--- config.mk ---
export PLATFORM = sky130hd
export DESIGN_NAME = pvt_init
export DESIGN_NICKNAME = d
export VERILOG_FILES = /design/src/hdl/pvt_pkg.sv /design/src/hdl/pvt_init.sv
export SDC_FILE = /design/constraint.sdc
export NUM_CORES = 1
export LEC_CHECK = 0
export ABC_CLOCK_PERIOD_IN_PS = 1600
export BUFFER_PORTS_ARGS = -buffer_cell sky130_fd_sc_hd__buf_4
export CELL_PAD_IN_SITES_DETAIL_PLACEMENT = 1
export CELL_PAD_IN_SITES_GLOBAL_PLACEMENT = 1
export CORE_AREA = 2 2 39 41
export CTS_BUF_LIST = sky130_fd_sc_hd__clkbuf_8
export DETAILED_ROUTE_END_ITERATION = 6
export DIE_AREA = 0 0 41 43
export HOLD_SLACK_MARGIN = 0.05
export PLACE_DENSITY = 0.72
export SYNTH_ARGS = -nofsm -noshare
export SYNTH_HDL_FRONTEND = slang
export SYNTH_SLANG_ARGS = --single-unit
--- constraint.sdc ---
create_clock -name clk -period 1.6 [get_ports clk]
set_input_delay 0.16 -clock clk [delete_from_list [all_inputs] [get_ports clk]]
set_output_delay 0.16 -clock clk [all_outputs]
set_load 0.02 [all_outputs]
--- src/hdl/pvt_pkg.sv ---
package pvt_pkg;

  localparam int width = 32;
  localparam int num_addr = 48;
  localparam int addr_bits = 6;
  localparam int num_set = 2;
  localparam int num_bank = num_set + 1; // one update plus every set.
  localparam int bank_bits = 2;
  localparam int sram_delay = 2;
  localparam int updt_delay = 1;

  typedef logic [width-1:0] data_t;
  typedef logic [addr_bits-1:0] addr_t;
  typedef logic [bank_bits-1:0] bank_t;

  // read request, 7 bits.
  typedef struct packed {
    logic  vld;
    addr_t addr;
  } pvt_rd_req_t;

  // one set port, 39 bits.
  typedef struct packed {
    logic  vld;
    addr_t addr;
    data_t data;
  } pvt_set_t;

  // one bank write port, 39 bits.
  typedef struct packed {
    logic  en;
    addr_t addr;
    data_t data;
  } pvt_bank_wr_t;

  // read result, 36 bits.
  typedef struct packed {
    logic  vld;
    data_t data;
    logic  fwrd;
    bank_t bank; // bank that held the value.
  } pvt_rd_rsp_t;

endpackage
--- src/hdl/pvt_init.sv ---
module pvt_init (
  input  logic           clk,
  input  logic           rstvld,
  output logic           sweep_vld,
  output pvt_pkg::addr_t sweep_addr,
  output logic           ready
);

  logic [2:0]                   rst_q;
  logic                         rst_sync;
  logic [pvt_pkg::addr_bits:0]  sweep_cnt; // one extra bit to pass num_addr.

  always_ff @(posedge clk) begin
    rst_q <= {rst_q[1:0], rstvld};
  end

  assign rst_sync = rst_q[2];

  assign sweep_vld = !rst_sync && (sweep_cnt < pvt_pkg::num_addr);
  assign sweep_addr = sweep_cnt[pvt_pkg::addr_bits-1:0];

  always_ff @(posedge clk) begin
    if (rst_sync) begin
      sweep_cnt <= '0;
    end else if (sweep_vld) begin
      sweep_cnt <= sweep_cnt + 1'b1;
    end
  end

  // high one cycle after the last cleared address.
  always_ff @(posedge clk) begin
    if (rst_sync) begin
      ready <= 1'b0;
    end else begin
      ready <= !sweep_vld;
    end
  end

  a_ready_sweep: assert property (@(posedge clk) disable iff (rstvld)
    !(ready && sweep_vld))
    else $error("ready high during sweep");

endmodule

* Word-level counts from Yosys, hierarchy flattened *
Cells that the tools add are included.

cells by class
  reduce and logical (&&, ||, !) cells = 3
  multipliers = 0
  divide/modulo/power cells = 0
  magnitude comparators = 1
  muxes and demuxes = 0
  bitwise operators = 0
  shift-type cells = 0
  equal/unequal tests = 0
  add/subtract/negate cells = 1

operators by type and width
  cell                                                                          count
  7-bit by 1-bit adder with 7-bit output, second input constant                 1
  7-bit by 6-bit less-than comparator with 1-bit output, second input constant  1
  1-bit zero test                                                               2
  1-bit logical AND                                                             1

word-level totals
  memories = 0
  logic and storage cells = 8
  bits of input ports = 2
  memory bits (writable) = 0
  flip-flop bits (word level) = 11
  memory bits (read-only) = 0
  latch bits = 0

* Logic depth before layout (Yosys ltp) *
Gate-level depths: netlist of the first run.

  depth in word-level cells = 3
  mapped depth = 4
  depth with buffers taken out = 3

* Least setup slack after synthesis of the first run *
No wires, ideal clock.

  kind = reg2reg
  from = register rst_q[2]
  to = register sweep_cnt[4] in the netlist's numbering
  required time = 1,476 ps
  arrival time = 1,185 ps
  path buffers = 1
  cell stages (with the launch flop) = 5
  setup slack = 291 ps
  cells stage by stage = dfxtp_1 buf_6 a211oi_4 nand4_2 mux2i_1

between the ends
  cells in the longest elaborated chain, start to end = 2

ends and longest elaborated chain
  item                    RTL line        RTL
  from (decl)             pvt_init.sv:9   logic [2:0] rst_q;
  from (signal assigned)  pvt_init.sv:14  rst_q <= {rst_q[1:0], rstvld};
  1-bit zero test         pvt_init.sv:19  assign sweep_vld = !rst_sync && (sweep_cnt < pvt_pkg::num_addr);
  1-bit logical AND       pvt_init.sv:19
  net sweep_vld           pvt_init.sv:4   output logic sweep_vld,
  to (signal assigned)    pvt_init.sv:26  sweep_cnt <= sweep_cnt + 1'b1;
  to (decl)               pvt_init.sv:11  logic [pvt_pkg::addr_bits:0] sweep_cnt;

The timed path passes the listed nets, and every way through them passes these cells.
A chain may end at the register's enable or synchronous reset.

* Final worst setup path of the first run *
  from = register rst_q[2]
  to = output port sweep_vld

between the ends
  cells in the longest elaborated chain, start to end = 2

ends and longest elaborated chain
  item               RTL line
  1-bit zero test    pvt_init.sv:19
  1-bit logical AND  pvt_init.sv:19
  to (decl)          pvt_init.sv:4

Every way passes these cells.

==> flow_metrics.env, run 1 <==
export IMPL_drive_above_1_share_pct=31.25
export IMPL_postSynthCellCount=41
export IMPL_drt_initial_drc_count=1
export IMPL_p_sw_uw=155.4
export IMPL_status="complete, no violations"
export IMPL_postCtsSetupRepairBufs=0
export IMPL_design_die_area_um2=1763
export IMPL_path_max_fanout=10
export IMPL_grt_pass1_vias=268
export IMPL_clk_pin_slew_ns=0.05
export IMPL_antennaDiodeCount=0
export IMPL_cts_root_buf="clkbuf_8"
export IMPL_fillers=157
export IMPL_swShare_pct=23.88
export IMPL_p_comb_share_pct=10.6
export IMPL_finalNonFillerCells=64
export IMPL_grt_overflow=0
export IMPL_port_buffers=9
export IMPL_yosys_register_bits=11
export IMPL_area_growth_pct=19.83
export IMPL_grt_pass1_wl_um=1173
export IMPL_hpwl_um=477.5
export IMPL_p_seq_share_pct=47.0
export IMPL_layout_cells_most_common_list="dfxtp_1, buf_4, nand2b_1, nand2_1, clkbuf_8"
export IMPL_slowest_delay_ns=0.47
export IMPL_die_w_um=41
export IMPL_critPathLaunchType="register"
export IMPL_vias=278
export IMPL_avgSynthCellArea_um2=10.77
export IMPL_slew_headroom_pct=68.84
export IMPL_pin_count=10
export IMPL_finalClockSkew_ns=0.001498
export IMPL_firstDrtPassIters=2
export IMPL_layout_setup_ws_ns=0.1158
export IMPL_track_usage_pct=10.21
export IMPL_slowest_stage="a211oi_4"
export IMPL_dpl_worst_slack_ns=0.3349
export IMPL_syn_area_um2=441.7
export IMPL_die_height_um=43
export IMPL_row_count=14
export IMPL_core_area_um2=1384
export IMPL_fmax_mhz=673.7
export IMPL_finalSetupViolCount=0
export IMPL_clock_latency_ns=0.24
export IMPL_pwr_density_cell_nw_per_um2=1230
export IMPL_post_route_min_period_ns=1.484
export IMPL_crit_type="reg2out"
export IMPL_rsz0062_at_grt="no"
export IMPL_wl_per_cell_um=10.50
export IMPL_numCtsBuffers=3
export IMPL_crit_chain="a211oi_4 -> buf_4"
export IMPL_p_int_uw=495.6
export IMPL_hp_class="reg2reg"
export IMPL_syn_num_nets=44
export IMPL_dpl_instance_area_um2=473.0
export IMPL_final_common_cell="dfxtp_1"
export IMPL_post_route_util_pct=38.25
export IMPL_critPathRequiredTime_ns=1.44
export IMPL_fin_area_um2=529.3
export IMPL_leakage_uw=0.0002411
export IMPL_worst_setup_path_end_kind="primary output"
export IMPL_start_util_pct=31.92
export IMPL_grt_start_max_net_pins=11
export IMPL_timing_final_max_slew_violations=0
export IMPL_vdd_drop_max_uv=789.0
export IMPL_tightestPinTransition_ns=0.4660
export IMPL_gp_congestion=0.6854
export IMPL_p_clk_share_pct=42.3
export IMPL_drc_errors=0
export IMPL_cts_htree_levels=1
export IMPL_antenna_left=0
export IMPL_drv_cap=0
export IMPL_clk_path_buf_depth=2
export IMPL_cts_sinks=11
export IMPL_ys_types=19
export IMPL_wirelength_um=672
export IMPL_hold_violations=0
export IMPL_min_period_over_period_pct=92.77
export IMPL_tritoncts="built"
export IMPL_dpl_cell_count=59
export IMPL_yosysSeqAreaShare_pct=49.86
export IMPL_antenna_found_initial=0
export IMPL_setup_tns_ns=0
export IMPL_yosysWarningCount=0
export IMPL_final_nets=52
export IMPL_cp_arrival_ns=1.32
export IMPL_vias_per_cell=4.344
-- repair_timing --
action / 4_1_cts / 5_1_grt
hold buffers: 1 / 0
resized for setup: 0 / 0
endpoints found under the hold margin: 1 / 0
-- cell usage after synthesis --
cell type	count	area share (%)
nand2_1	3	2.5
nand4_2	1	2.8
and3_1	1	1.4
a211oi_4	1	4.5
o21ai_0	1	1.1
o31ai_1	1	1.7
mux2i_1	2	4.5
buf_6	1	2.5
buf_4	6	10
a21o_1	1	1.7
a21oi_1	1	1.1
nand2b_1	4	5.7
dfxtp_1	11	50
nor2_1	2	1.7
ha_1	1	2.8
xnor2_1	1	2.0
nand3_1	1	1.1
and2b_1	1	1.7
inv_1	1	0.85
-- stage by stage --
stage | hold slack, ns | total power, uW
2_1_floorplan | 0.1877 | 367.6
3_3_place_gp | 0.2668 | 378.7
3_5_place_dp | 0.2676 | 380.5
4_1_cts | 0.3285 | 663.3
5_1_grt | 0.3318 | 691.5
6_report | 0.3249 | 651.0
-- power groups by stage --
stage	Combinational, uW	Clock (uW)	Sequential, uW
finish	69.1	276	306
global route	76.3	306	309
CTS	70.3	287	306
detailed placement	68.3	0	312
global placement	66.2	0	313
floorplan	59.3	0	308
-- state kept, by name (all words and copies together), names as in the netlist --
signal     flops
sweep_cnt      7
rst_q          3
ready          1
-- final timing paths --
check	endpoint	cells after the start	slack [ns]	from
setup reg to reg	sweep_cnt[4]	3	0.33	rst_q[2]
setup / recovery	sweep_vld	2	0.12	rst_q[2]
hold / removal	rst_q[2]	0	0.32	rst_q[1]
hold reg to reg	rst_q[2]	0	0.32	rst_q[1]
-- critical path: cells and delay by family (launching register included) --
family	cells	cell delay, ns
flops	1	0.39
buf+inv	1	0.23
compound gates	1	0.47
-- area by class of cell --
type | instances | area, um2 | area share [%]
inverter | 1 | 3.754 | 0.7092
tap | 16 | 20.02 | 3.783
timing repair buffer | 10 | 77.57 | 14.66
clock buffer | 3 | 41.29 | 7.801
sequential | 11 | 220.2 | 41.61
multi-input combinational | 22 | 161.4 | 30.50
clock inverter | 1 | 5.005 | 0.9456
-- metal layers --
metal  vias to the layer above  track usage (%)  part of all wire (%)
met5                         -                0                     0
met4                         0            4.000                     0
li1                        144                -                     -
met2                         9            11.88                    42
met1                       125            13.82                    48
met3                         0            7.853                    10
-- cell families (layout without fill, tap and decap cells) --
kind of cell	Yosys count	after routing	synth area share, %
AOI/OAI and AO/OA	5	5	10.20
xor gates and xnor gates	1	1	1.983
adders and majority gates	1	1	2.832
buffers and inverters	8	15	13.60
DFF	11	11	49.86
muxes	2	2	4.533
and+or+nand+nor	13	13	17.00
(Power assumes the default switching activity.)
==> run 2: changes to the inputs <==
Settings changed: CELL_PAD_IN_SITES_DETAIL_PLACEMENT 1 to not set, CELL_PAD_IN_SITES_GLOBAL_PLACEMENT 1 to not set, PLACE_DENSITY 0.72 to 0.59.
==> run 2 against run 1 <==
Final cell count stayed put. Worst setup slack worse by 0.0026 ns. Combinational power is 3% lower. Largest cell class unchanged. Largest power group unchanged.
==> flow_metrics.env, run 2 (synthesis gave the netlist of run 1 again) <==
export IMPL_final_nets=52
export IMPL_grt_pass1_vias=234
export IMPL_pin_count=10
export IMPL_firstDrtPassIters=3
export IMPL_critPathLaunchType="register"
export IMPL_drive_above_1_share_pct=29.17
export IMPL_postCtsSetupRepairBufs=0
export IMPL_track_usage_pct=8.806
export IMPL_tritoncts="built"
export IMPL_drt_initial_drc_count=4
export IMPL_min_period_over_period_pct=92.93
export IMPL_top_regs="sweep_cnt (7), rst_q (3), ready (1)"
export IMPL_wl_per_cell_um=9.500
export IMPL_cts_htree_levels=1
export IMPL_largest_reg_flops=7
export IMPL_wl_met2_um=295
export IMPL_regMostFlops="sweep_cnt"
export IMPL_row_count=14
export IMPL_hp_class="reg2reg"
export IMPL_final_common_cell="dfxtp_1"
export IMPL_wirelength_um=608
export IMPL_drv_cap=0
export IMPL_pwr_density_cell_nw_per_um2=1217
export IMPL_fmax_mhz=672.6
export IMPL_cp_arrival_ns=1.33
export IMPL_holdWs_ns=0.3281
export IMPL_antennaDiodeCount=0
export IMPL_die_w_um=41
export IMPL_area_growth_pct=19.55
export IMPL_drt_met1_wl_um=279
export IMPL_worstReg2RegStart="rst_q[2]"
export IMPL_numCtsBuffers=3
export IMPL_rsz0062_at_grt="no"
export IMPL_hold_violations=0
export IMPL_crit_type="reg2out"
export IMPL_critPathRequiredTime_ns=1.44
export IMPL_drc_errors=0
export IMPL_antenna_left=0
export IMPL_timing_final_max_slew_violations=0
export IMPL_antenna_found_initial=0
export IMPL_r2r_cells=3
export IMPL_cts_resized=0
export IMPL_vias=274
export IMPL_routed_wl_met3_um=33
export IMPL_dpl_instance_area_um2=473.0
export IMPL_design_die_area_um2=1763
export IMPL_clk_pin_slew_ns=0.05
export IMPL_r2r_end="sweep_cnt[4]"
export IMPL_setup_tns_ns=0
export IMPL_layout_cells_most_common_list="dfxtp_1, buf_4, nand2b_1, nand2_1, clkbuf_8"
export IMPL_vias_per_cell=4.281
export IMPL_tightestPinTransition_ns=0.4620
export IMPL_worst_setup_path_end_kind="primary output"
export IMPL_clk_path_buf_depth=2
export IMPL_top_layer="met3"
export IMPL_start_util_pct=31.92
export IMPL_hold_end="rst_q[2]"
export IMPL_regToRegSetupSlack_ns=0.33
export IMPL_gp_congestion=0.7203
export IMPL_fin_area_um2=528.0
export IMPL_die_height_um=43
export IMPL_clock_latency_ns=0.23
export IMPL_grt_pass1_wl_um=986
export IMPL_port_buffers=9
export IMPL_cts_root_buf="clkbuf_8"
export IMPL_post_route_min_period_ns=1.487
export IMPL_core_area_um2=1384
export IMPL_path_max_fanout=10
export IMPL_slew_headroom_pct=69.10
export IMPL_status="complete, no violations"
export IMPL_finalSetupViolCount=0
export IMPL_vdd_drop_max_uv=436.3
export IMPL_leakage_uw=0.0002425
export IMPL_cts_sinks=11
export IMPL_min_from="rst_q[1]"
export IMPL_holdPathStages=0
export IMPL_grt_start_max_net_pins=11
export IMPL_grt_overflow=0
export IMPL_finalClockSkew_ns=0.001139
run 2: cell count changes in the layout (fill, tap and decap cells not counted), sizes merged:
cell / previous run / this run
clkinv: 1 / 0
inv: 1 / 2
run 2: where the power goes:
| part | internal, uW | leakage [uW] | switching, uW |
|---|---|---|---|
| clock | 168 | 0.0000269 | 101 |
| combinational | 33.3 | 0.000125 | 33.9 |
| sequential | 291 | 0.0000906 | 15.2 |
run 2: cell type report:
| type | instances | area [um2] |
|---|---|---|
| clock buffers | 3 | 41.29 |
| clock inverters | 1 | 3.754 |
| fillers | 143 | 855.8 |
| inverters | 1 | 3.754 |
| multi-input cells | 22 | 161.4 |
| flip-flops and latches | 11 | 220.2 |
| well taps | 16 | 20.02 |
| repair buffers | 10 | 77.57 |
run 2: routing by layer:
layer / GRT usage, % / vias to the layer above
met4: 10.00 / 0
met1: 10.89 / 127
met2: 10.31 / 5
met5: 0 / -
met3: 3.141 / 0
li1: - / 142
run 2: critical path, stage by stage, from the launching register on:
cell      delay [ns]
dfxtp_1         0.39
a211oi_4        0.47
buf_4           0.23
run 2: worst max path at each step:
| stage | from | to | slack [ns] | depth (start not counted) |
|---|---|---|---|---|
| 6_report | rst_q[2] | sweep_vld | 0.11 | 2 |
| 2_1_floorplan | rst_q[2] | sweep_cnt[4] | 0.29 | 4 |
| 5_1_grt | rst_q[2] | sweep_vld | 0.03 | 2 |
| 3_3_place_gp | rst_q[2] | sweep_cnt[4] | 0.39 | 3 |
| 3_5_place_dp | rst_q[2] | sweep_cnt[4] | 0.34 | 3 |
| 4_1_cts | rst_q[2] | sweep_vld | 0.11 | 2 |
run 2: stage by stage:
stage	power, uW	util, %	std cells	setup slack [ns]
after CTS	654.8	38.16	64	0.1147
after global placement	378.1	34.18	59	0.3899
final	642.3	38.16	64	0.1132
after floorplan	367.6	-	41	0.2906
after detailed placement	378.6	34.18	59	0.3443
after global routing	671.7	38.16	64	0.02955
run 2: timing repair:
action / in CTS / in global routing
hold buffers: 1 / 0
endpoints found under the setup margin: 0 / 0
hold endpoints to repair: 1 / 0
