<file path="config.mk">
export PLATFORM = sky130hd
export DESIGN_NAME = pvt_bank
export DESIGN_NICKNAME = d
export VERILOG_FILES = /design/src/hdl/pvt_pkg.sv /design/src/hdl/pvt_bank.sv
export SDC_FILE = /design/constraint.sdc
export NUM_CORES = 1
export LEC_CHECK = 0
export BUFFER_PORTS_ARGS = -buffer_cell sky130_fd_sc_hd__buf_2
export CAP_MARGIN = 20
export CORE_MARGIN = 1
export CORE_UTILIZATION = 61
export DETAILED_ROUTE_END_ITERATION = 12
export PLACE_DENSITY = 0.77
export SYNTH_ARGS = -nofsm -noshare
export SYNTH_HDL_FRONTEND = slang
export SYNTH_SLANG_ARGS = --single-unit
</file>
<file path="constraint.sdc">
create_clock -name clk -period 5.1 [get_ports clk]
set_input_delay 1.275 -clock clk [delete_from_list [all_inputs] [get_ports clk]]
set_output_delay 1.275 -clock clk [all_outputs]
set_load 0.03 [all_outputs]
</file>
<file path="src/hdl/pvt_pkg.sv">
package pvt_pkg;

  localparam int width = 32;
  localparam int num_addr = 48;
  localparam int addr_bits = 6;
  localparam int num_set = 2;
  localparam int num_bank = num_set + 1; // one update plus every set.
  localparam int bank_bits = 2;
  localparam int sram_delay = 2;
  localparam int updt_delay = 1;

  typedef logic [width-1:0] data_t;
  typedef logic [addr_bits-1:0] addr_t;
  typedef logic [bank_bits-1:0] bank_t;

  // read request, 7 bits.
  typedef struct packed {
    logic  vld;
    addr_t addr;
  } pvt_rd_req_t;

  // one set port, 39 bits.
  typedef struct packed {
    logic  vld;
    addr_t addr;
    data_t data;
  } pvt_set_t;

  // one bank write port, 39 bits.
  typedef struct packed {
    logic  en;
    addr_t addr;
    data_t data;
  } pvt_bank_wr_t;

  // read result, 36 bits.
  typedef struct packed {
    logic  vld;
    data_t data;
    logic  fwrd;
    bank_t bank; // bank that held the value.
  } pvt_rd_rsp_t;

endpackage
</file>
<file path="src/hdl/pvt_bank.sv">
module pvt_bank (
  input  logic                  clk,
  input  pvt_pkg::pvt_bank_wr_t wr,
  input  logic                  rd_en,
  input  pvt_pkg::addr_t        rd_addr,
  output pvt_pkg::data_t        rd_data
);

  pvt_pkg::data_t mem [pvt_pkg::num_addr];
  pvt_pkg::data_t rd_q [pvt_pkg::sram_delay];

  // write lands at the edge.
  always_ff @(posedge clk) begin
    if (wr.en) begin
      mem[wr.addr] <= wr.data;
    end
  end

  // models the sram read latency.
  always_ff @(posedge clk) begin
    if (rd_en) begin
      rd_q[0] <= mem[rd_addr]; // sees old content on a same-cycle write.
    end
    for (int s = 1; s < pvt_pkg::sram_delay; s++) begin
      rd_q[s] <= rd_q[s-1];
    end
  end

  assign rd_data = rd_q[pvt_pkg::sram_delay-1];

endmodule

</file>
# Word-level counts from Yosys, hierarchy flattened
# Memories as Yosys holds them, arrays and structs flattened.
# Index checks and enable logic that the tools add are counted.
classes:
  muxes: 4
op_table:
  columns: ["cell", "count"]
  rows:
  - ["two-way mux 1 bit", 4]
word_totals:
  regBits: 0
  elab_cells: 6
  mem_count: 2
  out_inout_bits: 32
  ram_bits: 1600
  inputBits: 47
memory_table:
  columns: ["memory", "words", "word_bits", "read_ports", "rd_clocked_by_memory_dff", "write_ports", "line_no", "text"]
  rows:
  - ["mem", 48, 32, 1, 0, 1, "pvt_bank.sv:9", "pvt_pkg::data_t mem [pvt_pkg::num_addr];"]
  - ["rd_q", 2, 32, 2, 0, 2, "pvt_bank.sv:10", "pvt_pkg::data_t rd_q [pvt_pkg::sram_delay];"]

# Logic depth before layout (Yosys ltp)
# Gate-level depths: netlist of run 1.
depth:
  word_depth: 2
  depth_mapped: 9
  depth_no_buf: 5

# Worst setup path before layout of run 1
# OpenSTA, ideal clock, no wires.
synth_timing:
  path_type: "input port to flip-flop"
  startpoint: "input port wr[37] in the netlist's numbering"
  endpoint: "memory mem[10][0] in the netlist's numbering (enable)"
  required_time_ps: 4679
  setup_slack_ps: 1408
  arrival_ps: 3271
  path_buffers: 1
  path_stages: 3
  setup_time_ps: 421
  path_cell_list: "or3b_2 -> clkbuf_1 -> nor2_1"
synth_lines:
  columns: ["item", "line_no", "text"]
  rows:
  - ["start: declaration", "pvt_bank.sv:3", "input pvt_pkg::pvt_bank_wr_t wr,"]
  - ["end: declaration", "pvt_bank.sv:9", null]
# No word-level cell before the write port.

==> flow_results.org, run 1 <==
** Global routing
- The first global-routing pass estimated 213 mm of wire.
- Entering global routing, the biggest net connects 102 pins.
- Vias in the first global route :: 31352
- Residual overflow from global routing :: 0
- The initial antenna violation count is 2.
- In the global route stage, overall resource usage came out at 29.3%.

** Logic synthesis
- Top_reg_cell synth :: sky130_fd_sc_hd__edfxtp_1
- In the synthesized netlist, the number of instances is 2967.
- Ys Warns :: 0
- Per-instance average area after synthesis :: 20.7 um^2
- Net count of the mapped netlist :: 3014
- Synth cell types :: 27
- In this run, synthesis produced a sequential element count of 1600.
- Share of flip-flops with an asynchronous set or reset after synthesis :: 0%
- Yosys mapped a number of flops with a built-in enable equal to 1568.
- The share of the Yosys chip area taken by registers is 77.8%.
- The cell area that synthesis handed to floorplanning was 61300 um^2.

** Finish
- Area delta synth->final :: 11.3%
- Summing all non-filler instances in the final layout gives an area of 68200 um^2.
- Nets :: 3142
- Cells with a size suffix above 1 make up 19.7% of the layout.
- The filler cells instantiated in the layout total 5834.
- Registers take 47700 um^2.
- Excluding fillers, the count of instances in the completed layout stands at 4497.
- The multi-input combinational cells in the finished layout cover a total of 12700 um^2.

** STA
- The number of max-slew violations in the final report is 0.
- Final cycle utilization of the critical path :: 62.6%
- Hold is met by 0.342 ns.
- Final Worst Setup Slack :: 1.91 ns
- Max-slew headroom at the worst pin :: 33.3%
- Across the routed clock network, the largest skew measured is 0.0240 ns.
- Final hold violation count :: 0
- For the pin with the worst max-slew slack, the measured transition is 1.00 ns.
- Minimum period implied by the final worst setup slack :: 3.19 ns
- Post-Route Setup TNS :: 0 ns
- Setup violations remaining at the end of the flow were counted as 0.
- Setup repair after global routing left no endpoint under its margin.
- Timing would allow up to 313 MHz.

** Placement
- Number of buffers added on ports :: 78
- In this run the cell area measured after placement is 63400 um^2.
- Including well taps, the total number of placed cells is 4229.
- The HPWL after detailed placement is 76.9 mm.
- DP Worst Slack :: 1.18 ns
- At the end of routability-driven placement, the weighted congestion stood at 0.818.

** Clock network
- Buffer levels on the longest clock path :: 3
- Count of hold-fix buffers inserted at cts :: 0
- The H-tree was split into 4 levels.
- Clock transition at the register clock pins on the worst setup and hold paths after CTS :: 0.06 ns
- The number of setup buffers added after CTS is 0.
- Clock tree from TritonCTS :: yes
- The clock drives 1600 sinks.
- CTS Buf Count :: 151
- Cell at the root of the clock tree :: sky130_fd_sc_hd__clkbuf_16
- Number of gates resized after CTS :: 0
- Latest clock arrival within the worst-skew pair :: 0.74 ns

** Setup path
- Critical Path RT :: 5.63 ns
- Startpoint type of the worst setup path :: primary input
- The worst setup path is captured at a flip-flop.
- Peak per-stage delay on the critical path :: 0.53 ns
- Arrival time reported for the critical path endpoint :: 3.72 ns
- Along the worst path, the maximum fanout reaches 101.
- Worst-path cell chain :: buf_8 -> buf_12 -> mux2i_1 -> a22o_1 -> a221oi_1 -> o22ai_1 -> o41ai_2
- The setup check on the worst reg-to-reg path leaves a slack of 3.00 ns.
- CP Class :: primary input to flip-flop
- On the critical path, the stage with the largest delay is an instance of sky130_fd_sc_hd__buf_12.

** Die
- In this run the standard cell core region covers 99000 um^2.
- In this run the count of I/O pins placed on the die edge is 79.
- Chip height :: 319 um
- Row generation in the floorplan step produced 115 rows.
- Effective utilization at floorplan :: 61.9%
- Area enclosed by the die boundary :: 102000 um^2
- Overall die width :: 319 um

** Hold path
- Type of the tightest min-delay check :: flip-flop to flip-flop

** Power and ir drop
- For this design the ratio of total power to cell area is 394 nW/um^2.
- The analysis attributes to cell leakage a power of 22.7 nW.
- Across the VDD grid, the largest voltage drop is 0.333 mV.

** Drt
- Via density per instance :: 6.83
- Post-route antenna net violation count :: 0
- Total number of vias :: 30730
- Wires add up to 147 mm.
- First DRT Iteration DRCs :: 3931
- For this run, design rule violations remaining after detail routing come to 0.
- Dividing the detail-routed wire length by the instance count gives 32.8 um.
- The first detailed-routing pass ran for 6 iterations.

** Flow run
- Max-cap violations in this run came to 0.

** Run status
- Status :: completed
sequential cells by signal (all words and copies together) (netlist names):
register and cells:
mem 1536, rd_q 64
kinds of logic (layout without fill, tap and decap cells):
group,count (synthesis),count (layout),synth area share [%]
and+or+nand+nor,108,108,0.735
buffers and inverters,203,445,2.09
DFF,1600,1600,77.8
AOI/OAI and AO/OA,384,384,5.09
muxes,672,672,14.2
other,0,1,0
power by group:
group	internal, mW	switching [mW]
combinational	0.458	0.878
sequential	14.6	0.0486
clock	6.23	4.67
total	21.3	5.60
critical path, delay by kind of cell:
family,cells,cell delay (ns)
multiplexers,1,0.17
buffers and inverters,2,0.91
AO/OA/AOI/OAI,4,1.10
worst paths after layout:
path                from     endpoint  depth (start not counted)
min reg2reg  rd_q[0][12]  rd_q[0][44]                          0
min          rd_q[0][12]  rd_q[0][44]                          0
max           rd_addr[0]   rd_q[0][2]                          7
max reg2reg   mem[46][6]   rd_q[0][6]                          4
stage by stage:
step	power (mW)	util (%)
floorplan	15.7	-
global placement	16.2	64.1
detailed placement	16.2	64.1
CTS	26.9	68.9
global route	27.5	68.9
finish	26.9	68.9
layout by cell type (no fill, tap or decap), types with 4 or more instances in the layout:
| master | Yosys | routed |
|---|---|---|
| sky130_fd_sc_hd__a221oi_1 | 64 | 64 |
| sky130_fd_sc_hd__clkinv_2 | 0 | 23 |
| sky130_fd_sc_hd__edfxtp_1 | 1568 | 1568 |
| sky130_fd_sc_hd__mux2i_1 | 512 | 512 |
| sky130_fd_sc_hd__a22oi_1 | 128 | 128 |
| sky130_fd_sc_hd__a22o_1 | 64 | 64 |
| sky130_fd_sc_hd__clkinvlp_4 | 0 | 5 |
| sky130_fd_sc_hd__buf_2 | 22 | 75 |
| sky130_fd_sc_hd__bufinv_16 | 0 | 11 |
| sky130_fd_sc_hd__dfxtp_1 | 32 | 32 |
| sky130_fd_sc_hd__mux4_2 | 160 | 160 |
| sky130_fd_sc_hd__clkbuf_1 | 67 | 37 |
| sky130_fd_sc_hd__clkinv_8 | 0 | 4 |
| sky130_fd_sc_hd__a21oi_1 | 64 | 64 |
| sky130_fd_sc_hd__nand3_1 | 4 | 4 |
| sky130_fd_sc_hd__nor2_4 | 0 | 49 |
| sky130_fd_sc_hd__nand2_1 | 38 | 38 |
| sky130_fd_sc_hd__o41ai_2 | 32 | 32 |
| sky130_fd_sc_hd__o22ai_1 | 32 | 32 |
| sky130_fd_sc_hd__buf_4 | 54 | 82 |
| sky130_fd_sc_hd__clkbuf_16 | 0 | 157 |
| sky130_fd_sc_hd__clkinv_1 | 0 | 24 |
| sky130_fd_sc_hd__buf_12 | 0 | 20 |
per-layer routing:
layer / up-vias / global-route usage, % / wire length (um)
met3: 355 / 5.56 / 14700
li1: 12554 / - / -
met4: 2 / 11.3 / 5290
met2: 1807 / 47.7 / 72400
met1: 16012 / 39.7 / 55000
met5: - / 0 / 11
Yosys cell counts, drive strengths merged (4+ instances only):
cell type     n  area share [%]
edfxtp     1568              77
mux2i       512             8.4
mux4        160             5.9
buf         136             1.7
a22oi       128             1.6
clkbuf       67            0.41
a21oi        64            0.52
a221oi       64            0.91
a22o         64            0.91
nor2         52            0.32
nand2        38            0.23
dfxtp        32             1.0
o22ai        32            0.33
o41ai        32            0.85
nor2b         5           0.051
nand3         4           0.033
cell type report:
class	count	area share, %
clock inverter	71	1.00
tap	1287	2.36
antenna	1	0.00367
clock buffer	196	6.00
sequential	1600	70.0
multi-input combinational	1164	18.6
timing repair buffer	178	2.06
No activity file was read; power rests on OpenSTA's default activity.
==> inputs of run 2 (changes only) <==
--- a/config.mk
+++ b/config.mk
@@ -8,9 +8,9 @@
 export BUFFER_PORTS_ARGS = -buffer_cell sky130_fd_sc_hd__buf_2
 export CAP_MARGIN = 20
 export CORE_MARGIN = 1
-export CORE_UTILIZATION = 61
+export CORE_UTILIZATION = 56
 export DETAILED_ROUTE_END_ITERATION = 12
-export PLACE_DENSITY = 0.77
+export PLACE_DENSITY = 0.75
 export SYNTH_ARGS = -nofsm -noshare
 export SYNTH_HDL_FRONTEND = slang
 export SYNTH_SLANG_ARGS = --single-unit
==> constraint.sdc (replaced) <==
create_clock -name clk -period 2.7 [get_ports clk]
set_input_delay 0.675 -clock clk [delete_from_list [all_inputs] [get_ports clk]]
set_output_delay 0.675 -clock clk [all_outputs]
set_load 0.03 [all_outputs]
==> run 2 against run 1 <==
Design area is 3.5% higher; largest cell class unchanged; setup slack worse by 1.6 ns; via count is 2.9% higher; global-route usage is 1.7 points lower; sequential share of layout area is 2.4 points lower; combinational power is 110% higher.
==> flow_results.org, run 2 (synthesis results as in run 1) <==
** Run status
- The flow ran to the end, and the final reports show no timing, DRC or antenna violations.

** Drt
- In this run, the number of DRC markers left after iteration 0 of detailed routing was 4158.
- WL per Instance :: 31.6 um
- After detailed routing, the number of vias per cell comes to 6.59.
- The detailed router placed 31609 vias in this run.
- Routed wire length :: 152 mm
- The first TritonRoute pass finished after 10 iterations.
- Post-route antenna net violation count :: 0
- Number of remaining DRC errors :: 0

** Die
- In this run the count of I/O pins placed on the die edge is 79.
- The die covers 111000 um^2.
- Standard-cell rows :: 121
- Chip height :: 333 um
- From left edge to right edge, the die measures 333 um.
- Core outline area :: 109000 um^2
- Effective utilization at floorplan :: 56.4%

** Finish
- The largest registers in the layout are mem x1536, rd_q x64.
- Max reg flops :: 1536
- Final cell count without fillers :: 4797
- Nets :: 3306
- Compared with the post-synthesis result, the final layout area differs by 15.2%.
- Most flops, register :: mem
- Summing all multi-input logic gate instances after layout gives 12700 um^2.
- Leaving out fill and tap cells, the most frequent cells in the layout are sky130_fd_sc_hd__edfxtp_1 (1568), sky130_fd_sc_hd__mux2i_1 (512), sky130_fd_sc_hd__buf_4 (171), sky130_fd_sc_hd__mux4_2 (160), sky130_fd_sc_hd__clkbuf_16 (154).
- Leading cell type in the layout, fill and taps excluded :: sky130_fd_sc_hd__edfxtp_1
- Registers take 47700 um^2.
- Cells fill 65.0% of the core in the end.
- Fill cells in the final layout number 6812.
- Proportion of layout cells with a drive suffix above 1 :: 23.5%

** STA
- Number of pins exceeding their max-slew limit in the final report :: 0
- Setup violations, final :: 0
- Max-slew headroom at the worst pin :: 35.0%
- For the final database, setup skew stands at 0.0194 ns.
- Final cycle utilization of the critical path :: 87.9%
- Post-Route Setup TNS :: 0 ns
- Setup repair after global routing left no endpoint under its margin.
- Minimum period implied by the final worst setup slack :: 2.37 ns
- Highest clock rate :: 422 MHz
- At the pin with the least slew margin, the transition time is 0.974 ns.
- Final Worst Setup Slack :: 0.328 ns
- Final hold violation count :: 0

** Placement
- Once placement completed, the tool counted placed cells totaling 4519.
- HPWL Detailed :: 82.8 mm
- During placement, the flow inserted port buffers numbering 78.
- At the end of routability-driven placement, the weighted congestion stood at 0.806.
- Prior to clock tree synthesis, the placed netlist has a worst setup slack of -0.387 ns.

** Clock network
- Count of hold-fix buffers inserted at cts :: 0
- The tree is rooted in a sky130_fd_sc_hd__clkbuf_16.
- Clock-pin slew was measured on the worst setup and hold paths at 0.06 ns.
- Once the clock tree was built, the resizer swapped 0 gates to a different size.
- Buffer levels on the longest clock path :: 3
- Clock tree from TritonCTS :: yes
- In this run, CTS created clock tree buffers numbering 152.
- CTS saw 1600 sinks.
- Number of buffers inserted to repair setup after CTS :: 0
- Latest clock arrival within the worst-skew pair :: 0.76 ns
- The clock tree synthesis step divided the H-tree into 4 levels.

** Setup path
- In this run the worst path has a maximum fanout of 26.
- Worst-path cell chain :: buf_8 -> buf_12 -> buf_12 -> buf_12 -> buf_4 -> mux2i_1 -> a22o_1 -> a221oi_1 -> o22ai_1 -> o41ai_2
- Peak per-stage delay on the critical path :: 0.45 ns
- Critical Path RT :: 3.22 ns
- Startpoint type of the worst setup path :: primary input
- The worst setup path is captured at a flip-flop.
- The largest individual stage delay along the critical path comes from the cell sky130_fd_sc_hd__a221oi_1.
- Counting stages on the worst path, the most repeated cell is sky130_fd_sc_hd__buf_12.
- CP Class :: primary input to flip-flop
- Arrival time reported for the critical path endpoint :: 2.89 ns

** Global routing
- Residual overflow from global routing :: 0
- Global routing used 27.5% of the available tracks.
- Wire length of the first global-routing pass :: 218 mm
- Entering global routing, the biggest net connects 51 pins.
- Vias in the first global route :: 32073
- The initial antenna violation count came to 4.

** Power and ir drop
- The internal portion of the total power is 40.5 mW.
- Flop pwr share :: 53.8%
- Leak Pwr :: 23.8 nW
- For this design the total switching power over the nets is 10.8 mW.
- Dividing total power by cell area gives a power density of 727 nW/um^2.
- Combinational Power Share :: 5.4%
- The clock network is responsible for 40.8% of the overall power.
- Of the total power, the share spent switching nets is 21.1%.
- Total power for the finished layout comes to 51.3 mW.
- Largest vdd supply drop :: 0.419 mV

** Flow run
- Max-cap violations in this run came to 0.

** Hold path
- The path class of the tightest hold or removal check is flip-flop to flip-flop.
-- run 2: cell types whose count changed in the layout (fill, tap and decap cells not counted), sizes merged --
cell	delta
inv	+4
clkinv	+11
bufinv	+3
clkinvlp	-3
clkbuf	-5
buf	+163
-- run 2: final timing paths --
path	end	depth (start not counted)	start	slack, ns
worst max register to register	rd_q[0][31]	4	mem[35][31]	0.56
worst max-delay path	rd_q[0][0]	10	rd_addr[0]	0.33
worst min-delay path	rd_q[0][32]	0	rd_q[0][0]	0.34
worst min register to register	rd_q[0][32]	0	rd_q[0][0]	0.34
-- run 2: per-stage QoR --
step	cell area [um^2]	hold WS, ns
2_1_floorplan	61400	0.323
3_3_place_gp	65700	0.331
3_5_place_dp	65700	0.333
4_1_cts	70600	0.347
5_1_grt	70600	0.359
6_report	70600	0.345
-- run 2: worst max-delay path, delay by kind of cell --
kind / cells / cell delay (ns)
AOI/OAI and AO/OA: 4 / 1.25
buffers and inverters: 5 / 0.83
muxes: 1 / 0.08
-- run 2: layout make-up --
class / count / share of cell area, %
Tap cell: 1414 / 2.50
Sequential cell: 1600 / 67.6
Antenna cell: 1 / 0.00354
Multi-Input combinational cell: 1164 / 18.0
Clock inverter: 86 / 1.26
Timing Repair Buffer: 341 / 5.03
Clock buffer: 191 / 5.65
-- run 2: metal layers --
layer	GRT usage [%]	up-vias	share of wire, %
met5	0	-	0.0086
li1	-	12895	-
met3	6.30	352	11
met1	37.2	16414	37
met2	44.5	1946	49
met4	9.30	2	3.1
-- run 2: power by group through the flow --
stage	Combinational (mW)	Clock, mW	Sequential, mW
floorplan	1.58	0	28.1
global placement	2.64	0	28.1
detailed placement	2.73	0	28.2
CTS	2.75	21.1	27.6
global route	2.91	22.1	27.6
finish	2.78	20.9	27.6
