**src/hdl/pvt_pkg.sv**
```systemverilog
package pvt_pkg;

  localparam int width = 32;
  localparam int num_addr = 48;
  localparam int addr_bits = 6;
  localparam int num_set = 2;
  localparam int num_bank = num_set + 1; // one update plus every set.
  localparam int bank_bits = 2;
  localparam int sram_delay = 2;
  localparam int updt_delay = 1;

  typedef logic [width-1:0] data_t;
  typedef logic [addr_bits-1:0] addr_t;
  typedef logic [bank_bits-1:0] bank_t;

  // read request, 7 bits.
  typedef struct packed {
    logic  vld;
    addr_t addr;
  } pvt_rd_req_t;

  // one set port, 39 bits.
  typedef struct packed {
    logic  vld;
    addr_t addr;
    data_t data;
  } pvt_set_t;

  // one bank write port, 39 bits.
  typedef struct packed {
    logic  en;
    addr_t addr;
    data_t data;
  } pvt_bank_wr_t;

  // read result, 36 bits.
  typedef struct packed {
    logic  vld;
    data_t data;
    logic  fwrd;
    bank_t bank; // bank that held the value.
  } pvt_rd_rsp_t;

endpackage
```
**src/hdl/pvt_wr_arb.sv**
```systemverilog
module pvt_wr_arb (
  input  logic                  clk,
  input  pvt_pkg::pvt_rd_req_t  upd,
  input  pvt_pkg::bank_t        upd_bank,
  input  logic                  vwrite,
  input  pvt_pkg::data_t        vdin,
  input  pvt_pkg::pvt_set_t     sets [pvt_pkg::num_set],
  input  logic                  sweep_vld,
  input  pvt_pkg::addr_t        sweep_addr,
  output pvt_pkg::pvt_bank_wr_t bank_wr [pvt_pkg::num_bank]
);

  logic                          upd_go;
  logic [pvt_pkg::num_set-1:0]   set_ok;
  logic [pvt_pkg::num_set-1:0]   set_placed;
  logic [pvt_pkg::num_bank-1:0]  taken;
  logic [pvt_pkg::num_bank-1:0]  wr_en;
  int                            want;
  logic                          clash;

  assign upd_go = upd.vld && vwrite; // update without a read is dropped.

  // higher port wins on a shared address.
  always_comb begin
    for (int i = 0; i < pvt_pkg::num_set; i++) begin
      set_ok[i] = sets[i].vld;
      for (int j = i + 1; j < pvt_pkg::num_set; j++) begin
        if (sets[j].vld && (sets[j].addr == sets[i].addr)) begin
          set_ok[i] = 1'b0;
        end
      end
    end
  end

  always_comb begin
    taken = '0;
    for (int b = 0; b < pvt_pkg::num_bank; b++) begin
      bank_wr[b] = '0;
      if (upd_go && (upd_bank == b)) begin
        bank_wr[b] = '{en: 1'b1, addr: upd.addr, data: vdin};
        taken[b] = 1'b1;
      end
    end
    // sets fill the lowest free banks.
    for (int i = 0; i < pvt_pkg::num_set; i++) begin
      set_placed[i] = 1'b0;
      for (int b = 0; b < pvt_pkg::num_bank; b++) begin
        if (set_ok[i] && !set_placed[i] && !taken[b]) begin
          bank_wr[b] = '{en: 1'b1, addr: sets[i].addr, data: sets[i].data};
          taken[b] = 1'b1;
          set_placed[i] = 1'b1;
        end
      end
    end
    if (sweep_vld) begin
      for (int b = 0; b < pvt_pkg::num_bank; b++) begin
        bank_wr[b] = '{en: 1'b1, addr: sweep_addr, data: '0};
      end
    end
  end

  // every writer asked for needs a bank enable of its own.
  always_comb begin
    want = int'(upd_go);
    for (int i = 0; i < pvt_pkg::num_set; i++) begin
      want = want + int'(set_ok[i]);
    end
    for (int b = 0; b < pvt_pkg::num_bank; b++) begin
      wr_en[b] = bank_wr[b].en;
    end
    clash = ($countones(wr_en) != want);
  end

  a_one_writer: assert property (@(posedge clk) !sweep_vld |-> !clash)
    else $error("two writers on one bank");

endmodule

```
**config.mk**
```make
export PLATFORM = sky130hd
export DESIGN_NAME = pvt_wr_arb
export DESIGN_NICKNAME = d
export VERILOG_FILES = /design/src/hdl/pvt_pkg.sv /design/src/hdl/pvt_wr_arb.sv
export SDC_FILE = /design/constraint.sdc
export NUM_CORES = 1
export LEC_CHECK = 0
export BUFFER_PORTS_ARGS = -buffer_cell sky130_fd_sc_hd__clkbuf_2
export CAP_MARGIN = 20
export CORE_AREA = 2 2 94 96
export DETAILED_ROUTE_END_ITERATION = 10
export DIE_AREA = 0 0 96 98
export PLACE_DENSITY = 0.71
export SLEW_MARGIN = 15
export SYNTH_ARGS = -nofsm -noshare
export SYNTH_HDL_FRONTEND = slang
export SYNTH_SLANG_ARGS = --single-unit
```
**constraint.sdc**
```tcl
create_clock -name vclk -period 2.55
set_input_delay 0.3825 -clock vclk [all_inputs]
set_output_delay 0.3825 -clock vclk [all_outputs]
set_load 0.01 [all_outputs]
```
; ---- After elaboration in Yosys (flattened, before gate mapping)
; Index checks and enable logic that the tools add are counted.
[op_classes]
eq_ne = 3
muxes = 21
n_reduce_logical = 26
[ops]
columns = cell, n
row1 = two-way mux 39 bit, 9
row2 = two-way mux 117 bit, 1
row3 = logical AND 1 bit, 15
row4 = two-way mux 1 bit, 11
row5 = logical NOT 1 bit, 10
row6 = equality test 6 bit, 1
row7 = "equality test 2 x 1 -> 1 bit, second input constant", 1
row8 = "equality test 2 bit, second input constant", 1
row9 = logical NOT 2 bit, 1
[word_totals]
reg_bits = 0
inputBits = 128
out_inout_bits = 117
elab_cells = 50

; ---- Longest topological paths before layout
; Gate-level depths: netlist (run 1).
[logic_depth]
depth_word = 18
mapped_depth = 9
ltp_nobuf = 6

; ---- Worst setup path after synthesis (run 1)
; OpenSTA, ideal clock, no wires.
[synth_timing]
kind = input -> output
start = input port upd[6] (netlist name)
end = output port bank_wr[49] (netlist name)
arrival_ps = 1858
required_ps = 2168
slack_ps = 309
stages = 7
n_path_buf = 1
path_cell_list = nand2_1 -> nor3_2 -> a211oi_2 -> o31ai_4 -> clkbuf_1 -> nor2_1 -> a211oi_1
[synth_rtl]
columns = element, line_no
row1 = "start, declared", pvt_wr_arb.sv:3  ; input pvt_pkg::pvt_rd_req_t upd,
row2 = "end, declared", pvt_wr_arb.sv:10  ; output pvt_pkg::pvt_bank_wr_t bank_wr [pvt_pkg::num_bank]

==> results of run 1 <==
## critical path: stages
cell	delay, ns
buf_4	0.13
xnor2_2	0.13
and4_4	0.19
and4b_1	0.22
o31ai_4	0.29
buf_12	0.16
buf_12	0.15
buf_8	0.12
nor2_1	0.05
a211oi_2	0.20
buf_2	0.16
## layout by cell type, fill, tap and decap left out, types with 2 or more instances in the layout
cell type    n
buf_6       11
o31ai_4      4
a211oi_1    16
clkbuf_16    4
buf_12       9
xnor2_2      6
nor2_1      67
o31ai_1      6
o21ai_0      2
a222oi_1    32
nor3_1       6
a21o_1       6
nand2_1     22
a22oi_1     31
a211oi_4     3
a211oi_2    14
a21oi_2      5
nand2b_1     7
clkbuf_2   213
buf_2       27
buf_8        2
o31ai_2      3
buf_4       29
a221oi_1    12
a21oi_1      2
a22o_1      32
## cell type report
class	instances	area, µm²	area share [%]
tap	108	135	3.20
inverter	1	3.75	0.0888
timing repair buffer	295	1850	43.8
multi-input combinational	291	2230	52.9
## through the flow
stage / instances / util, %
2_1_floorplan: 340 / -
3_3_place_gp: 689 / 44.7
3_5_place_dp: 689 / 44.7
4_1_cts: 689 / 44.9
5_1_grt: 695 / 49.9
6_report: 695 / 49.9
## power breakdown
part           switching [µW]  leakage (µW)  total [µW]  internal (µW)
Combinational             396       0.00210         734            338
Clock                       0             0           0              0
Sequential                  0             0           0              0
## routing by layer
layer  track usage, %  vias up  part of all wire [%]
li1                 -     1901                     -
met1             25.8     1990                    39
met2             41.7      345                    50
met3             1.62       26                   9.5
met4             4.95        0                   2.0
met5                0        -                     0
## cell families (layout without fill, tap and decap cells)
group	after synthesis	count (layout)
buf+inv	49	296
compound gates	170	170
simple gates	115	115
xor+xnor	6	6
## worst paths after layout
kind / start / endpoint / slack (ns) / depth (start not counted)
setup / recovery: sets[37] / bank_wr[43] / -0.009 / 11
hold / removal: vdin[17] / bank_wr[17] / 1.10 / 3
## repair_timing
action,4_1_cts,5_1_grt
setup buffers,0,2
gates resized for setup,3,93
pin swaps,0,21
gates cloned,0,4
setup endpoints to repair,36,86
==> results.toml, run 1 <==
[power_and_ir_drop]
p_per_area_nw_per_um2 = 174
power.total_uw = 734
vdd_drop_max_uv = 76.0
p_leak_uw = 0.00210

[sta]
fmax_ghz = 0.391
setup_viol = 1
hold_viol = 0
fin_crit_sh_pct = 100
rsz0062_at_grt = "yes"
fin_crit_ns = 2.56
tightest_slew_ns = 0.568
relSlewSlack_pct = 62.1
maxSlewViolCount = 0
tns_ns = -0.00903
whs_ns = 1.10
fin_ws_ns = -0.00903

[placed_design]
place_hpwl_um = 8900
place.gp.congestion = 0.893
dp_worst_setup_slack_ns = -0.101
io_buffer_count = 244
postPlaceCellArea_um2 = 3790

[floorplan]
dieArea_um2 = 9410
core_area_um2 = 8470
die_w_um = 96
initial_core_util_pct = 26.0
rows = 34
io_pins = 245
die_y_um = 98

[finish]
fillCellCount = 820
numSequentialCells = 0
layout-drive-gt1-share_pct = 58.1
areaGrowthSynthToFinish_pct = 91.7
insertedDiodeCount = 0
stdcell_area_um2 = 4230
nNetsFinal = 717
clkbuf_count = 0
register_area_um2 = 0

[synth]
avgSynthCellArea_um2 = 6.48
syn_inst = 340
synth.mux.area_fraction_pct = 0
syn-num-nets = 468
synth_compound_area_share_pct = 64.1
synth_most_common_cell = "nor2_1"
yosysTopAreaCell = "a222oi_1"
yosys_warnings = 0
yosys.area_share.simple_pct = 23.1
synth_common_cells = "nor2_1 (69), a211oi_1 (32), a222oi_1 (32), a22o_1 (32), a22oi_1 (32)"
ys_seq_area_share_pct = 0
post_synth_fa_ha_maj_area_fraction_pct = 0
synthTopCellsByArea = "a222oi_1 (15%), a22o_1 (13%), nor2_1 (12%), a211oi_1 (11%), a22oi_1 (11%)"
netlist_area_um2 = 2200
yosysUniqueCellTypes = 33
synth_top_family_by_area = "compound AO/OA/AOI/OAI gates"
synth_top_cell_area_share_pct = 14.5
synthXorXnorAreaFrac_pct = 2.38

[route]
initialDrtViolationCount = 457
vias = 4262
first_pass_iters = 9
drc = 0
drtAntennaViolNets = 0
drt-total-wl_um = 12700
post_drt_wl_per_cell_um = 18.3
routed_via_density = 6.13

[cts]
ctsHoldBuffers = 0

[critical_path]
arrival_ns = 2.18
setup.worst_path.start_class = "input pin"
path_max_fanout = 7
critPathKind = "input pin to output port"
critPathRequiredTime_ns = 2.17
critPathCaptureType = "output port"

[hold_path]
min_path_type = "input pin to output port"

[grt]
track_usage_pct = 21.8
grt_pass1_vias = 3856
grt-ovfl-total = 0
grt_pass1_wl_um = 17400
grt_max_degree = 47
antenna_found_initial = 0

[outcome]
status = "complete, but fails checks"
violations = "negative setup slack"

[run]
max_cap_violations = 0
(Power assumes the default switching activity.)
==> run 2, diff against run 1 <==
--- a/config.mk
+++ b/config.mk
@@ -7,10 +7,10 @@
 export LEC_CHECK = 0
 export BUFFER_PORTS_ARGS = -buffer_cell sky130_fd_sc_hd__clkbuf_2
 export CAP_MARGIN = 20
-export CORE_AREA = 2 2 94 96
+export CORE_AREA = 2 2 96 98
 export DETAILED_ROUTE_END_ITERATION = 10
-export DIE_AREA = 0 0 96 98
-export PLACE_DENSITY = 0.71
+export DIE_AREA = 0 0 98 100
+export PLACE_DENSITY = 0.68
 export SLEW_MARGIN = 15
 export SYNTH_ARGS = -nofsm -noshare
 export SYNTH_HDL_FRONTEND = slang
==> constraint.sdc (replaced) <==
create_clock -name vclk -period 3.2
set_input_delay 0.48 -clock vclk [all_inputs]
set_output_delay 0.48 -clock vclk [all_outputs]
set_load 0.01 [all_outputs]
==> results.toml, run 2 (synthesis gave the netlist of run 1 again) <==
[outcome]
status = "finished, final reports clean"

[grt]
grt_pass1_wl_um = 17000
grt_pass1_vias = 3722
grt-ovfl-total = 0
antenna_found_initial = 0
track_usage_pct = 19.9
grt_max_degree = 99

[run]
max_cap_violations = 0

[placed_design]
dp_worst_setup_slack_ns = 0.249
place.gp.congestion = 0.885
post-place-cells = 661
place_hpwl_um = 8260
io_buffer_count = 244

[sta]
tns_ns = 0
whs_ns = 1.30
fin_crit_ns = 2.95
relSlewSlack_pct = 35.5
fmax_ghz = 0.339
maxSlewViolCount = 0
tightest_slew_ns = 0.967
setup_viol = 0
hold_viol = 0
rsz0062_at_grt = "no"
fin_crit_sh_pct = 92.2
fin_ws_ns = 0.249

[floorplan]
rows = 35
io_pins = 245
initial_core_util_pct = 24.8
core_area_um2 = 8890
die_w_um = 98
dieArea_um2 = 9800
die_y_um = 100

[power_and_ir_drop]
vdd_drop_max_uv = 54.3
p_leak_uw = 0.00178
p_per_area_nw_per_um2 = 134

[cts]
post_cts_resized = 0
ctsHoldBuffers = 0
post_cts_buffers = 0

[critical_path]
timing.critical_path.mode_cell = "clkbuf_2"
setup.worst_path.start_class = "input pin"
path_max_fanout = 20
slowest_stage = "a21oi_2"
arrival_ns = 2.47
critPathKind = "input pin to output port"
path_cells = "clkbuf_2 -> xnor2_1 -> and3_4 -> a21oi_2 -> and2_1 -> buf_4 -> a22oi_1 -> a211oi_1 -> clkbuf_2"
critPathCaptureType = "output port"
critPathRequiredTime_ns = 2.72
cpPeakStageDelay_ns = 0.38

[route]
routed_via_density = 5.99
initialDrtViolationCount = 367
post_drt_wl_per_cell_um = 16.8
first_pass_iters = 7
drc = 0
drt-total-wl_um = 11100
vias = 3966
drtAntennaViolNets = 0

[hold_path]
min_path_type = "input pin to output port"
holdPathStages = 4

[finish]
fillCellCount = 956
fin_cells = 662
clkbuf_count = 0
layout_commonest_cell = "clkbuf_2"
register_area_um2 = 0
areaGrowthSynthToFinish_pct = 60.6
layout-drive-gt1-share_pct = 49.0
final_cell_mix = "clkbuf_2 (243), nor2_1 (68)"
insertedDiodeCount = 0
nNetsFinal = 681
numSequentialCells = 0
run 2: cell count changes in the layout (fill, tap and decap cells not counted), sizes merged:
| cell | previous run | this run |
|---|---|---|
| buf | 78 | 16 |
| clkbuf | 217 | 243 |
run 2: area by class of cell:
| class | count | area (µm²) | area share (%) |
|---|---|---|---|
| inverter | 1 | 3.75 | 0.106 |
| multi-input combinational | 291 | 2010 | 56.9 |
| tap | 111 | 139 | 3.92 |
| timing repair buffer | 259 | 1380 | 39.1 |
run 2: where the power goes:
group	internal [µW]	total [µW]	switching [µW]	leakage, µW
Clock	0	0	0	0
Combinational	201	474	273	0.00178
Sequential	0	0	0	0
run 2: per-layer routing:
layer	GRT usage, %	wire length (µm)
met3	1.60	953
met2	36.4	5760
met1	24.8	4350
met4	5.88	50
met5	0	0
run 2: path summary, 6_finish.rpt:
kind / from / slack, ns / endpoint
worst min-delay path: sweep_addr[5] / 1.30 / bank_wr[115]
worst max-delay path: sets[33] / 0.25 / bank_wr[48]
run 2: critical path, delay by kind of cell:
family          cells  cell delay (ns)
xor+xnor            1             0.15
compound gates      3             0.83
simple gates        2             0.42
buf+inv             3             0.58
run 2: metrics by stage:
| step | area, µm² | power (µW) | util, % |
|---|---|---|---|
| after CTS | 3530 | 471 | 39.7 |
| after global routing | 3540 | 516 | 39.8 |
| after detailed placement | 3530 | 469 | 39.7 |
| after floorplan | 2200 | 235 | - |
| after global placement | 3530 | 461 | 39.7 |
| final | 3540 | 474 | 39.8 |
==> run 3, diff against run 2 <==
--- a/config.mk
+++ b/config.mk
@@ -11,6 +11,7 @@
 export DETAILED_ROUTE_END_ITERATION = 10
 export DIE_AREA = 0 0 98 100
 export PLACE_DENSITY = 0.68
+export RECOVER_POWER = 50
 export SLEW_MARGIN = 15
 export SYNTH_ARGS = -nofsm -noshare
 export SYNTH_HDL_FRONTEND = slang
==> results.toml, run 3 (synthesis gave the netlist of run 1 again) <==
[outcome]
status = "finished, final reports clean"

[route]
initialDrtViolationCount = 394
drc = 0
drt-total-wl_um = 11200
drtAntennaViolNets = 0
first_pass_iters = 9
routed_via_density = 5.99
vias = 3963
post_drt_wl_per_cell_um = 17.0

[critical_path]
critPathKind = "input pin to output port"
timing.critical_path.mode_cell = "clkbuf_2"
setup.worst_path.start_class = "input pin"
cpPeakStageDelay_ns = 0.53
crit_family = "buffers and inverters"
critical_path_buf_inv_count = 3
path_cells = "clkbuf_2 -> xnor2_1 -> and3_1 -> a211oi_4 -> clkbuf_4 -> a221oi_1 -> o31ai_1 -> clkbuf_2"
slowest_stage = "clkbuf_4"
arrival_ns = 2.57
critPathCaptureType = "output port"
path_max_fanout = 38
critPathRequiredTime_ns = 2.72

[finish]
layout-drive-gt1-share_pct = 40.5
nNetsFinal = 681
areaGrowthSynthToFinish_pct = 57.7
numSequentialCells = 0
insertedDiodeCount = 0
clkbuf_count = 0
layout_commonest_cell = "clkbuf_2"
fin_cells = 662
register_area_um2 = 0
final_cell_mix = "clkbuf_2 (198), nor2_1 (68), clkbuf_1 (46)"

[power_and_ir_drop]
p_per_area_nw_per_um2 = 135
p_int_uw = 194
p_leak_uw = 0.00162
pwr-share-seq_pct = 0
vdd_drop_max_uv = 54.2
swShare_pct = 58.6
combPwrFrac_pct = 100.0
p_switching_uw = 274
clock_power_share_pct = 0

[placed_design]
place.gp.congestion = 0.885
io_buffer_count = 244
place_hpwl_um = 8260
post-place-cells = 661

[sta]
hold_viol = 0
fin_crit_ns = 3.05
fin_crit_sh_pct = 95.2
fmax_ghz = 0.328
setup_viol = 0
tns_ns = 0
maxSlewViolCount = 0
rsz0062_at_grt = "no"
tightest_slew_ns = 0.970
relSlewSlack_pct = 35.4

[floorplan]
io_pins = 245
rows = 35
dieArea_um2 = 9800
die_w_um = 98
initial_core_util_pct = 24.8
core_area_um2 = 8890
die_y_um = 100

[hold_path]
min_path_type = "input pin to output port"
holdPathStages = 4
worstHoldStart = "sweep_addr[5]"
min_to = "bank_wr[115]"

[cts]
post_cts_resized = 0
ctsHoldBuffers = 0
post_cts_buffers = 0

[grt]
grt_pass1_vias = 3722
grt_max_degree = 99
grt-ovfl-total = 0
antenna_found_initial = 0
track_usage_pct = 19.9
grt_pass1_wl_um = 17000

[run]
max_cap_violations = 0
[run 3: power groups by stage]
stage	clock, µW	combinational (µW)	sequential [µW]
6_report	0	468	0
5_1_grt	0	509	0
4_1_cts	0	471	0
3_5_place_dp	0	469	0
3_3_place_gp	0	461	0
2_1_floorplan	0	235	0
[run 3: final cells by class]
type | instances | area (µm²)
Tap cell | 111 | 139
Multi-Input combinational cell | 291 | 2010
Timing Repair Buffer | 259 | 1320
Fill cell | 985 | 5410
Inverter | 1 | 3.75
[run 3: layer usage]
metal	share of wire (%)	global-route usage [%]	wire (µm)	up-vias
li1	-	-	-	1833
met3	8.3	1.60	929	10
met1	40	24.8	4480	1864
met2	51	36.4	5760	256
met4	0.61	5.88	68	0
met5	0	0	0	-
[run 3: worst max-delay path by stage]
stage             start  depth (start not counted)  slack [ns]           end
2_1_floorplan    upd[6]                          7        0.76   bank_wr[49]
3_3_place_gp   sets[32]                          9        0.26   bank_wr[48]
3_5_place_dp     upd[6]                          6        0.25    bank_wr[8]
4_1_cts          upd[6]                          6        0.24    bank_wr[8]
5_1_grt        sets[33]                          8        0.05  bank_wr[111]
6_report       sets[33]                          8        0.15  bank_wr[111]
[run 3: stage by stage]
stage | power (µW) | setup WS [ns] | cell area (µm²) | hold WS [ns] | utilization (%)
6_report | 468 | 0.153 | 3480 | 1.30 | 39.1
5_1_grt | 509 | 0.0531 | 3480 | 1.31 | 39.1
4_1_cts | 471 | 0.237 | 3530 | 1.30 | 39.7
3_5_place_dp | 469 | 0.249 | 3530 | 1.30 | 39.7
3_3_place_gp | 461 | 0.260 | 3530 | 1.29 | 39.7
2_1_floorplan | 235 | 0.764 | 2200 | 1.09 | -
[run 3: worst min-delay path, cell delays in order]
cell	delay [ns]
clkbuf_2	0.09
nand2_1	0.06
o31ai_1	0.06
clkbuf_2	0.13
